File: config.mk
export PLATFORM = sky130hd
export DESIGN_NAME = ifx_top
export DESIGN_NICKNAME = d
export VERILOG_FILES = /design/src/logic/ifx_isa_pkg.sv /design/src/logic/ifx_pipe_pkg.sv /design/src/logic/ifx_top.sv /design/src/logic/ifx_extract_mux.sv /design/src/logic/ifx_ins_queue.sv /design/src/logic/ifx_apb_front.sv
export VERILOG_INCLUDE_DIRS = /design/src /design/src/logic
export SDC_FILE = /design/constraint.sdc
export NUM_CORES = 1
export LEC_CHECK = 0
export BUFFER_PORTS_ARGS = -buffer_cell sky130_fd_sc_hd__buf_2
export CORE_UTILIZATION = 54
export CTS_BUF_LIST = sky130_fd_sc_hd__clkbuf_4 sky130_fd_sc_hd__clkbuf_8 sky130_fd_sc_hd__clkbuf_16
export CTS_CLUSTER_SIZE = 40
export DETAILED_ROUTE_END_ITERATION = 10
export GPL_TIMING_DRIVEN = 0
export PLACE_DENSITY = 0.8
export SYNTH_ARGS = -nofsm -noshare
export SYNTH_HDL_FRONTEND = slang
export SYNTH_HIERARCHICAL = 1
export SYNTH_SLANG_ARGS = --single-unit
File: constraint.sdc
create_clock -name clk -period 4.85 [get_ports clk]
set_clock_uncertainty 0.2 [all_clocks]
set_input_delay 0.485 -clock clk [delete_from_list [all_inputs] [get_ports clk]]
set_output_delay 0.485 -clock clk [all_outputs]
set_load 0.02 [all_outputs]
File: src/logic/ifx_settings.svh
// Instruction extract settings
// Queue depth, reset program counter, PC step and the APB register map
// shared by the front end, the queue and the pipeline package

`ifndef IFX_SETTINGS_SVH
`define IFX_SETTINGS_SVH

// Entries held in the instruction queue
`define IFX_QUEUE_DEPTH 4

// PC given to the first word pushed after reset
`define IFX_RESET_PC 16'h0100

// PC increment for each pushed word
`define IFX_PC_STEP 4

// APB register offsets
`define IFX_REG_INS    4'h0
`define IFX_REG_IRQ    4'h4
`define IFX_REG_PC     4'h8
`define IFX_REG_STATUS 4'hC

`endif
File: src/logic/ifx_isa_pkg.sv
// Instruction set package
// Opcodes, instruction word layout and field helpers for the extract stage

`default_nettype none

package ifx_isa_pkg;

	// Opcodes known to the extract stage, other codes pass through untouched
	typedef enum logic [6:0] {
		OP_NOP = 7'd0, OP_ADD = 7'd1, OP_ST = 7'd2,
		OP_STM = 7'd3, OP_CHK = 7'd4
	} opcode_e;

	// Word layout is imm[31:17] ra[16:12] rt[11:7] opcode[6:0]
	typedef logic [31:0] ins_word_t;
	typedef logic [4:0]  reg_t;
	typedef logic [14:0] imm_t;
	typedef logic [15:0] reg_mask_t;

	// Interrupt level 0 means no request
	typedef logic [2:0]  irq_level_t;
	typedef logic [7:0]  vector_t;

	function automatic logic [6:0] ins_opcode(input ins_word_t w);
		return w[6:0];
	endfunction

	function automatic reg_t ins_rt(input ins_word_t w);
		return w[11:7];
	endfunction

	function automatic reg_t ins_ra(input ins_word_t w);
		return w[16:12];
	endfunction

	// A store-multiple keeps its list in the top half, so mask bit 0 shares
	// the top bit of ra
	function automatic reg_mask_t ins_mask(input ins_word_t w);
		return w[31:16];
	endfunction

	function automatic ins_word_t make_ins(input opcode_e op, input reg_t rt,
		input reg_t ra, input imm_t imm);
		return {imm, ra, rt, op};
	endfunction

endpackage

`default_nettype wire

File: src/logic/ifx_pipe_pkg.sv
// Pipeline and bus package
// Program counter, pipeline register, APB request and response, queue count

`default_nettype none

`include "ifx_settings.svh"

package ifx_pipe_pkg;
	import ifx_isa_pkg::*;

	typedef logic [15:0] pc_t;

	// One slot of the instruction stream, mc marks an expanded micro-op
	typedef struct packed {
		logic      v;
		pc_t       pc;
		ins_word_t ins;
		reg_t      rt;
		reg_t      ra;
		logic      nop;
		logic      mc;
	} pipeline_reg_t;

	typedef logic [3:0]  apb_addr_t;
	typedef logic [31:0] apb_data_t;

	typedef struct packed {
		logic      psel;
		logic      penable;
		logic      pwrite;
		apb_addr_t paddr;
		apb_data_t pwdata;
	} apb_req_t;

	typedef struct packed {
		apb_data_t prdata;
		logic      pready;
		logic      pslverr;
	} apb_rsp_t;

	typedef logic [$clog2(`IFX_QUEUE_DEPTH + 1) - 1:0] queue_count_t;

	// Bubble inserted when nothing else is ready
	function automatic pipeline_reg_t nop_reg();
		pipeline_reg_t r;
		r = '0;
		r.v = 1'b1;
		r.ins = make_ins(OP_NOP, '0, '0, '0);
		r.nop = 1'b1;
		return r;
	endfunction

endpackage

`default_nettype wire

File: src/logic/ifx_top.sv
// Instruction extract top level
// APB front end feeding the instruction queue, drained by the extract stage

`default_nettype none

module ifx_top
	import ifx_isa_pkg::*;
	import ifx_pipe_pkg::*;
(
	input  logic          clk,
	input  logic          rst,
	input  apb_req_t      apb,
	input  logic          en,
	output apb_rsp_t      apb_rsp,
	output pipeline_reg_t ins
);
	// Front end to queue
	logic          push;
	pipeline_reg_t push_ins;
	logic          full;
	queue_count_t  count;

	// Queue to extract stage
	pipeline_reg_t head;
	logic          empty;
	logic          pop;

	// Interrupt request and acknowledge
	irq_level_t    irq_level;
	vector_t       irq_vector;
	logic          irq_ack;

	ifx_apb_front i_ifx_apb_front (
		.clk, .rst, .apb, .full, .count, .irq_ack,
		.apb_rsp, .push, .push_ins, .irq_level, .irq_vector
	);

	ifx_ins_queue i_ifx_ins_queue (
		.clk, .rst, .push, .push_ins, .pop,
		.head, .empty, .full, .count
	);

	ifx_extract_mux i_ifx_extract_mux (
		.clk, .rst, .en, .head, .empty, .irq_level, .irq_vector,
		.pop, .irq_ack, .ins
	);

endmodule

`default_nettype wire

File: src/logic/ifx_extract_mux.sv
// Instruction extract stage
// Registers the next instruction for the decoder, choosing between a pending
// interrupt check, a register-list store micro-op, a NOP or the queue head

`default_nettype none

module ifx_extract_mux
	import ifx_isa_pkg::*;
	import ifx_pipe_pkg::*;
(
	input  logic          clk,
	input  logic          rst,
	input  logic          en,
	input  pipeline_reg_t head,
	input  logic          empty,
	input  irq_level_t    irq_level,
	input  vector_t       irq_vector,
	output logic          pop,
	output logic          irq_ack,
	output pipeline_reg_t ins
);
	typedef enum logic {
		MX_PASS,
		MX_LIST
	} mx_state_e;

	mx_state_e     state_q;
	mx_state_e     state_d;
	reg_mask_t     rem_q;
	reg_mask_t     rem_d;
	logic [3:0]    idx_q;
	logic [3:0]    idx_d;
	reg_mask_t     cur_mask;
	logic [3:0]    cur_idx;
	reg_mask_t     cur_rest;
	pipeline_reg_t chk_ins;
	pipeline_reg_t uop_ins;
	pipeline_reg_t ins_d;

	// Register number of the lowest set bit in a list
	function automatic reg_t lowest_reg(input reg_mask_t m);
		reg_t r;
		r = '0;
		for (int i = 15; i >= 0; i--)
			if (m[i])
				r = reg_t'(i);
		return r;
	endfunction

	// ====================
	// Candidate instructions
	// ====================

	// Interrupt check carries the vector in the immediate and the level in rt
	always_comb begin
		chk_ins = '0;
		chk_ins.v = 1'b1;
		chk_ins.ins = make_ins(OP_CHK, reg_t'(irq_level), '0, imm_t'(irq_vector));
		chk_ins.rt = reg_t'(irq_level);
	end

	// The first micro-op reads the list from the head, the rest from rem_q
	assign cur_mask = (state_q == MX_LIST) ? rem_q : ins_mask(head.ins);
	assign cur_idx = (state_q == MX_LIST) ? idx_q : 4'd0;
	assign cur_rest = cur_mask & (cur_mask - 1'b1);

	// Single-register store with the offset stepping by 4
	always_comb begin
		uop_ins = '0;
		uop_ins.v = 1'b1;
		uop_ins.pc = head.pc;
		uop_ins.rt = lowest_reg(cur_mask);
		uop_ins.ra = head.ra;
		uop_ins.ins = make_ins(OP_ST, uop_ins.rt, head.ra, imm_t'({cur_idx, 2'b00}));
		uop_ins.mc = 1'b1;
	end

	// ====================
	// Selection
	// ====================
	always_comb begin
		state_d = state_q;
		rem_d = rem_q;
		idx_d = idx_q;
		ins_d = ins;
		pop = 1'b0;
		irq_ack = 1'b0;
		if (en) begin
			if (state_q == MX_PASS && irq_level != '0) begin
				// Interrupts wait until a list expansion has finished
				ins_d = chk_ins;
				irq_ack = 1'b1;
			end else if (state_q == MX_LIST || (!empty && ins_opcode(head.ins) == OP_STM)) begin
				if (cur_mask == '0) begin
					// Empty list drops out as a bubble
					ins_d = nop_reg();
					pop = 1'b1;
				end else begin
					ins_d = uop_ins;
					rem_d = cur_rest;
					idx_d = cur_idx + 1'b1;
					pop = cur_rest == '0;
					state_d = (cur_rest == '0) ? MX_PASS : MX_LIST;
				end
			end else if (empty) begin
				ins_d = nop_reg();
			end else begin
				ins_d = head;
				pop = 1'b1;
			end
		end
	end

	always_ff @(posedge clk) begin
		if (rst) begin
			state_q <= MX_PASS;
			rem_q <= '0;
			idx_q <= '0;
			ins <= nop_reg();
		end else if (en) begin
			state_q <= state_d;
			rem_q <= rem_d;
			idx_q <= idx_d;
			ins <= ins_d;
		end
	end

endmodule

`default_nettype wire

File: src/logic/ifx_ins_queue.sv
// Instruction queue
// Circular buffer of pipeline registers between the APB front end and the
// extract stage, with occupancy count and full and empty flags

`default_nettype none

`include "ifx_settings.svh"

module ifx_ins_queue
	import ifx_pipe_pkg::*;
#(
	parameter int DEPTH = `IFX_QUEUE_DEPTH
) (
	input  logic          clk,
	input  logic          rst,
	input  logic          push,
	input  pipeline_reg_t push_ins,
	input  logic          pop,
	output pipeline_reg_t head,
	output logic          empty,
	output logic          full,
	output queue_count_t  count
);
	localparam int PW = $clog2(DEPTH);
	localparam int CW = $clog2(DEPTH + 1);

	pipeline_reg_t mem [DEPTH];
	logic [PW-1:0] wr_ptr;
	logic [PW-1:0] rd_ptr;
	logic [CW-1:0] occ;
	logic          do_push;
	logic          do_pop;

	// A push into a full queue is fine when the head leaves on the same edge
	assign do_pop = pop && !empty;
	assign do_push = push && (!full || do_pop);

	assign empty = occ == '0;
	assign full = occ == CW'(DEPTH);
	assign count = queue_count_t'(occ);
	assign head = mem[rd_ptr];

	always_ff @(posedge clk) begin
		if (rst) begin
			wr_ptr <= '0;
			rd_ptr <= '0;
			occ <= '0;
		end else begin
			// Pointers wrap by compare so any depth works
			if (do_push)
				wr_ptr <= (wr_ptr == PW'(DEPTH - 1)) ? '0 : wr_ptr + 1'b1;
			if (do_pop)
				rd_ptr <= (rd_ptr == PW'(DEPTH - 1)) ? '0 : rd_ptr + 1'b1;
			if (do_push && !do_pop)
				occ <= occ + 1'b1;
			else if (do_pop && !do_push)
				occ <= occ - 1'b1;
		end
	end

	always_ff @(posedge clk) begin
		if (do_push)
			mem[wr_ptr] <= push_ins;
	end

endmodule

`default_nettype wire

File: src/logic/ifx_apb_front.sv
// APB register front end
// Tags instruction words written to INS with the next PC and pushes them
// into the queue, latches interrupt requests and loads the next PC

`default_nettype none

`include "ifx_settings.svh"

module ifx_apb_front
	import ifx_isa_pkg::*;
	import ifx_pipe_pkg::*;
(
	input  logic          clk,
	input  logic          rst,
	input  apb_req_t      apb,
	input  logic          full,
	input  queue_count_t  count,
	input  logic          irq_ack,
	output apb_rsp_t      apb_rsp,
	output logic          push,
	output pipeline_reg_t push_ins,
	output irq_level_t    irq_level,
	output vector_t       irq_vector
);
	pc_t        next_pc;
	logic       pready_q;
	logic       pslverr_q;
	apb_data_t  prdata_q;
	logic       start;
	logic       complete;
	logic       room;
	logic       accept;
	logic       wr_ins;
	logic       wr_irq;
	logic       wr_pc;
	logic       rd_status;
	irq_level_t new_level;

	// ====================
	// Access decode
	// ====================

	// Setup phase or an access phase that has not been acknowledged yet
	assign start = apb.psel && (!apb.penable || !pready_q);
	assign complete = apb.psel && apb.penable && pready_q;

	assign wr_ins = apb.pwrite && apb.paddr == `IFX_REG_INS;
	assign wr_irq = apb.pwrite && apb.paddr == `IFX_REG_IRQ;
	assign wr_pc = apb.pwrite && apb.paddr == `IFX_REG_PC;
	assign rd_status = !apb.pwrite && apb.paddr == `IFX_REG_STATUS;

	// A push still in flight takes the last free slot
	assign room = !full && !(push && count == queue_count_t'(`IFX_QUEUE_DEPTH - 1));
	assign accept = start && (!wr_ins || room);
	assign new_level = irq_level_t'(apb.pwdata[2:0]);

	assign apb_rsp = '{prdata: prdata_q, pready: pready_q, pslverr: pslverr_q};

	// ====================
	// Control state
	// ====================
	always_ff @(posedge clk) begin
		if (rst) begin
			pready_q <= 1'b0;
			pslverr_q <= 1'b0;
			push <= 1'b0;
			irq_level <= '0;
			next_pc <= `IFX_RESET_PC;
		end else begin
			// The queue takes the word one edge after the access completes
			push <= complete && wr_ins;
			if (complete && wr_ins)
				next_pc <= next_pc + pc_t'(`IFX_PC_STEP);
			else if (complete && wr_pc)
				next_pc <= pc_t'(apb.pwdata[15:0]);
			// A fresh request beats the acknowledge of the old one
			if (complete && wr_irq && new_level != '0)
				irq_level <= new_level;
			else if (irq_ack)
				irq_level <= '0;
			if (complete) begin
				pready_q <= 1'b0;
				pslverr_q <= 1'b0;
			end else if (accept) begin
				pready_q <= 1'b1;
				pslverr_q <= !(wr_ins || wr_irq || wr_pc || rd_status);
			end
		end
	end

	// Read data and tagged instruction payload
	always_ff @(posedge clk) begin
		if (accept)
			prdata_q <= rd_status ? apb_data_t'(count) : '0;
		if (complete && wr_ins) begin
			push_ins.v <= 1'b1;
			push_ins.pc <= next_pc;
			push_ins.ins <= apb.pwdata;
			push_ins.rt <= ins_rt(apb.pwdata);
			push_ins.ra <= ins_ra(apb.pwdata);
			push_ins.nop <= 1'b0;
			push_ins.mc <= 1'b0;
		end
		if (complete && wr_irq && new_level != '0)
			irq_vector <= vector_t'(apb.pwdata[15:8]);
	end

endmodule

`default_nettype wire

* After elaboration in Yosys (flattened, before gate mapping)
Memories as Yosys holds them, arrays and structs flattened. A register that Yosys moved wholly into a read port is not among the register bits. Index checks and enable logic that the tools add are counted.
Storage, ports and cells: register bits after elaboration 209, bits in latches 0, RAM bits 232, ROM bits 0, input port bits 42, output and inout port bits 95, word-level logic and storage cells 135, memories kept 1
Memory list:
- i_ifx_ins_queue.mem | depth 4, width 58, rd ports 1, clocked after Yosys merged registers in 1, write ports 1, RTL line ifx_ins_queue.sv:27 | pipeline_reg_t mem [DEPTH];
Operators by class: add/sub/neg operators 7, $mul 0, divide/modulo/power cells 0, $lt $le $gt $ge 0, eq/ne operators 8, shift-type cells 0, mux-type cells 42, bitwise gates (word level) 4, reduce and logical (&&, ||, !) cells 48
Operators by type and width (number):
- two-way mux 61 bit | 3
- two-way mux 4 bit | 17
- two-way mux 60 bit | 1
- two-way mux 16 bit | 3
- logical NOT 16 bit | 2
- logical AND 1 bit | 20
- adder 16 x 3 -> 16 bit, second input constant | 1
- AND 16 bit | 1
- subtractor 16 x 1 -> 16 bit, second input constant | 1
- two-way mux 3 bit | 4
- logical NOT 1 bit | 10
- two-way mux 1 bit | 10
- == test 4 bit, second input constant | 2
- two-way mux 2 bit | 4
- == test 7 x 2 -> 1 bit, second input constant | 1
- logical OR 1 bit | 7
- nonzero test 2 bit | 3
- nonzero test 3 bit | 2
- adder 2 x 1 -> 2 bit, second input constant | 2
- adder 4 x 1 -> 4 bit, second input constant | 1
- == test 2 bit, second input constant | 2
- == test 4 x 3 -> 1 bit, second input constant | 1
- logical NOT 4 bit | 1
- AND reduction 4 bit | 1
- 7 further kinds | 9

* Depth between registers and ports, before layout
depth after elaboration 20, depth in mapped cells 18, mapped depth without buffers 15

* Modules after synthesis
Netlist, hierarchy kept.
By module, submodules not included:
- ifx_ins_queue | times used 1, cells an instance 366, area an instance 9248.9 µm², seq. area each 7507.2 µm²
- ifx_extract_mux | times used 1, cells an instance 472, area an instance 3988.8 µm², seq. area each 1621.6 µm²
- ifx_apb_front | times used 1, cells an instance 267, area an instance 3398.3 µm², seq. area each 2212.1 µm²

* Worst setup path after synthesis
OpenSTA, ideal clock, no wires.
path type register to register, from register with a tool-made name, to register i_ifx_ins_queue.occ[2] (netlist: i_ifx_ins_queue/count[2]), setup time 71 ps, data arrival time 4597 ps, data required time 4579 ps, setup slack -18 ps, cell stages (with the launch flop) 19, path buffers 3, period minus slack after synthesis 4868 ps, cells stage by stage dfxtp_1 -> buf_2 -> buf_2 -> mux4_2 -> or3_4 -> a222oi_1 -> buf_4 -> nand3_4 -> a221oi_2 -> and4_1 -> a31o_1 -> or4b_4 -> and2_4 -> ha_1 -> inv_1 -> fa_1 -> xor2_1 -> or3_1 -> a21oi_1
RTL lines:
- to (signal assigned) | RTL line ifx_ins_queue.sv:55 | occ <= occ + 1'b1;
- to (signal assigned) | RTL line ifx_ins_queue.sv:57 | occ <= occ - 1'b1;
- to (decl) | RTL line ifx_ins_queue.sv:30 | logic [CW-1:0] occ;

==> impl_metrics.toml <==
[place]
dpl_cell_area_um2 = 17920
port_buffers = 106
dp_hpwl_um = 26140
gp_congestion = 0.9435
place_ws_ns = -1.182

[yosys]
yosys_register_bits = 415
syn_inst = 1105
netlist_area_um2 = 16640
synth_ff_type = "edfxtp_1"
ys_seq_area_share_pct = 68.17
async_flop_share_pct = 0
synth-edff-count = 303
synth_cell_types = 87
postSynthAreaPerCell_um2 = 15.06
yosys_warnings = 6

[grt]
grt_pass1_wl_um = 62790
grt_max_degree = 57
antenna_found_initial = 2
grt_pass1_vias = 11022
grt_use_total_pct = 26.78
grt_overflow = 0

[power_and_ir_drop]
combPwrFrac_pct = 2.5
p_total_uw = 7042
powerDensity_nw_per_um2 = 353.9
p_int_uw = 5621
p_sw_uw = 1421
swShare_pct = 20.18
seq_power_share_pct = 53.6
clkPwrFrac_pct = 43.8
p_leak_uw = 0.006846
irDropWorstVdd_uv = 273.5

[drt]
wl_per_cell_um = 23.29
first_pass_iters = 5
drtIter0Drc = 1212
ant_nets = 0
wirelength_um = 41410
routed_via_density = 6.089
vias = 10826
drc_errors = 0

[die]
initial_core_util_pct = 55.54
dieHeight_um = 177.5
fp.dieW_um = 177.5
dieArea_um2 = 31510
rows = 63
io_pins = 137
design.core.area_um2 = 29950

[timing]
grt_setup_unrepaired = "yes"
finalHoldViolations = 0
max_freq_mhz = 206.0
setup_slack_ns = -0.003916
fin_crit_ns = 4.854
slew_violations = 0
setup_viol = 1
worstMarginPinSlew_ns = 1.154
relSlewSlack_pct = 22.23
layout_worst_path_cycle_share_pct = 100.1
hold_ws_ns = 0.03281

[flow_run]
maxCapViolCount = 0

[cts]
insertion_delay_ns = 0.53
cts_tree = "built"
cts.clk_slew.worst_paths_ns = 0.06
cts-buffers-inserted = 41
htree_num_levels = 2
clockRootBuffer = "clkbuf_16"
clock_path_buffers = 3
clkSinkCount = 415

[setup_path]
path_max_fanout = 6
worstPathRequired_ns = 5.11
r2r_cells = 19
cp.arrival_ns = 5.11
cp-end-kind = "flip-flop"
crit_type = "flip-flop to flip-flop"
critPathLaunchType = "flip-flop"

[run_status]
status = "complete, but fails checks"
violations = "setup timing"

[finish]
final_common_cell = "edfxtp_1"
fillers = 1975
syn_to_final_growth_pct = 19.62
layout.nets = 1405
stdcell_area_um2 = 19900
layout_common_cells = "edfxtp_1 (303), buf_2 (115), dfxtp_1 (110)"
drive_above_1_share_pct = 29.00

[min_path]
holdCritPathClass = "primary input to flip-flop"
holdPathStages = 1
power groups by stage:
stage	Sequential (µW)	Combinational, µW	Clock (µW)
after detailed placement	3850	155	0
after CTS	3780	170	3110
after global routing	3780	187	3250
final	3780	178	3090
after global placement	3850	151	0
after floorplan	3860	89.6	0
path summary, 6_finish.rpt:
kind                                            startpoint                                        to  slack (ns)
setup / recovery                                 flip-flop     i_ifx_ins_queue/count[2]$_SDFFE_PP0P_      -0.004
hold / removal                                      apb[0]    i_ifx_apb_front/push_ins[12]$_DFFE_PP_        0.03
hold reg to reg   i_ifx_extract_mux/rem_q[11]$_SDFFE_PP0P_  i_ifx_extract_mux/rem_q[11]$_SDFFE_PP0P_        0.28
setup reg to reg                                 flip-flop     i_ifx_ins_queue/count[2]$_SDFFE_PP0P_      -0.004
layout make-up:
class / instances / area [µm²] / share of cell area, %
Tap cell: 390 / 488.0 / 2.452
Antenna cell: 2 / 5.005 / 0.02515
Clock inverter: 17 / 113.9 / 0.5722
Sequential cell: 415 / 11340 / 57.00
Multi-Input combinational cell: 596 / 4802 / 24.13
Inverter: 25 / 93.84 / 0.4716
Buffer: 98 / 636.9 / 3.200
Timing Repair Buffer: 177 / 1215 / 6.105
Clock buffer: 58 / 1201 / 6.036
state kept, by name, summed over array words and instances (netlist names), 4 cells and up, named ones only:
signal and cells:
i_ifx_apb_front/irq_vector 8, i_ifx_apb_front/next_pc 16, i_ifx_apb_front/push_ins 48, i_ifx_extract_mux/idx_q 4
i_ifx_extract_mux/ins 61, i_ifx_extract_mux/rem_q 15, i_ifx_ins_queue/mem 244
cell families after synthesis:
family	after synthesis	synth area share, %
buffers and inverters	124	4.054
AO/OA/AOI/OAI	202	8.830
flip-flops	415	68.17
multiplexers	81	9.529
XOR/XNOR	4	0.2106
other	2	0.04514
AND/OR/NAND/NOR	268	8.439
adder cells (fa/ha/maj)	9	0.7221
Yosys cell counts (all sizes together), types with 9 or more instances:
cell | instances | area [µm²]
mux4 | 61 | 1374
dfxtp | 112 | 2242
or3 | 16 | 110.1
edfxtp | 303 | 9099
and2 | 11 | 73.82
o21ai | 18 | 90.08
and3 | 15 | 98.85
clkbuf | 36 | 135.1
a22oi | 46 | 359.1
nand3 | 20 | 112.6
a21oi | 47 | 242.7
nand2 | 49 | 183.9
a211oi | 9 | 67.56
a31oi | 10 | 62.56
mux2i | 11 | 110.1
mux2 | 9 | 101.4
nor2 | 85 | 321.6
inv | 25 | 93.84
buf | 63 | 445.4
a221oi | 11 | 102.6
nor3 | 15 | 75.07
metal layers:
layer	GRT usage (%)	up-vias	part of all wire, %	wire length [µm]
met1	34.56	5416	39	15960
li1	-	4754	-	-
met3	5.784	93	8.7	3597
met2	44.60	563	50	20540
met4	9.936	0	3.2	1313
met5	0	-	0	0
critical path, stage by stage (launching register included):
cell and delay [ns]:
dfxtp_2 0.33, buf_8 0.14, buf_12 0.12, mux4_2 0.54, or3_4 0.40, a222oi_1 0.39, buf_4 0.22, buf_6 0.10
or2b_1 0.23, a31oi_2 0.24, and4_4 0.27, a31o_4 0.18, or4b_4 0.14, and2_4 0.16, ha_4 0.15, inv_2 0.04
fa_2 0.32, xor2_1 0.16, or3_1 0.32, a21oi_2 0.12
through the flow:
stage,TNS (ns),std cells,utilization [%]
after floorplan,0,1135,-
after global placement,-390.39,1631,59.33
after detailed placement,-156.37,1636,59.84
after CTS,0,1769,66.14
after global routing,-0.1075,1776,66.42
final,-0.003916,1778,66.43
repair_timing:
action                                  4_1_cts  5_1_grt
endpoints found under the hold margin        22        0
hold buffers                                 22        0
setup buffers                                38       11
endpoints found under the setup margin      253      224
gates resized for setup                      24       11
pin swaps                                     8        5
(Power assumes the default switching activity.)
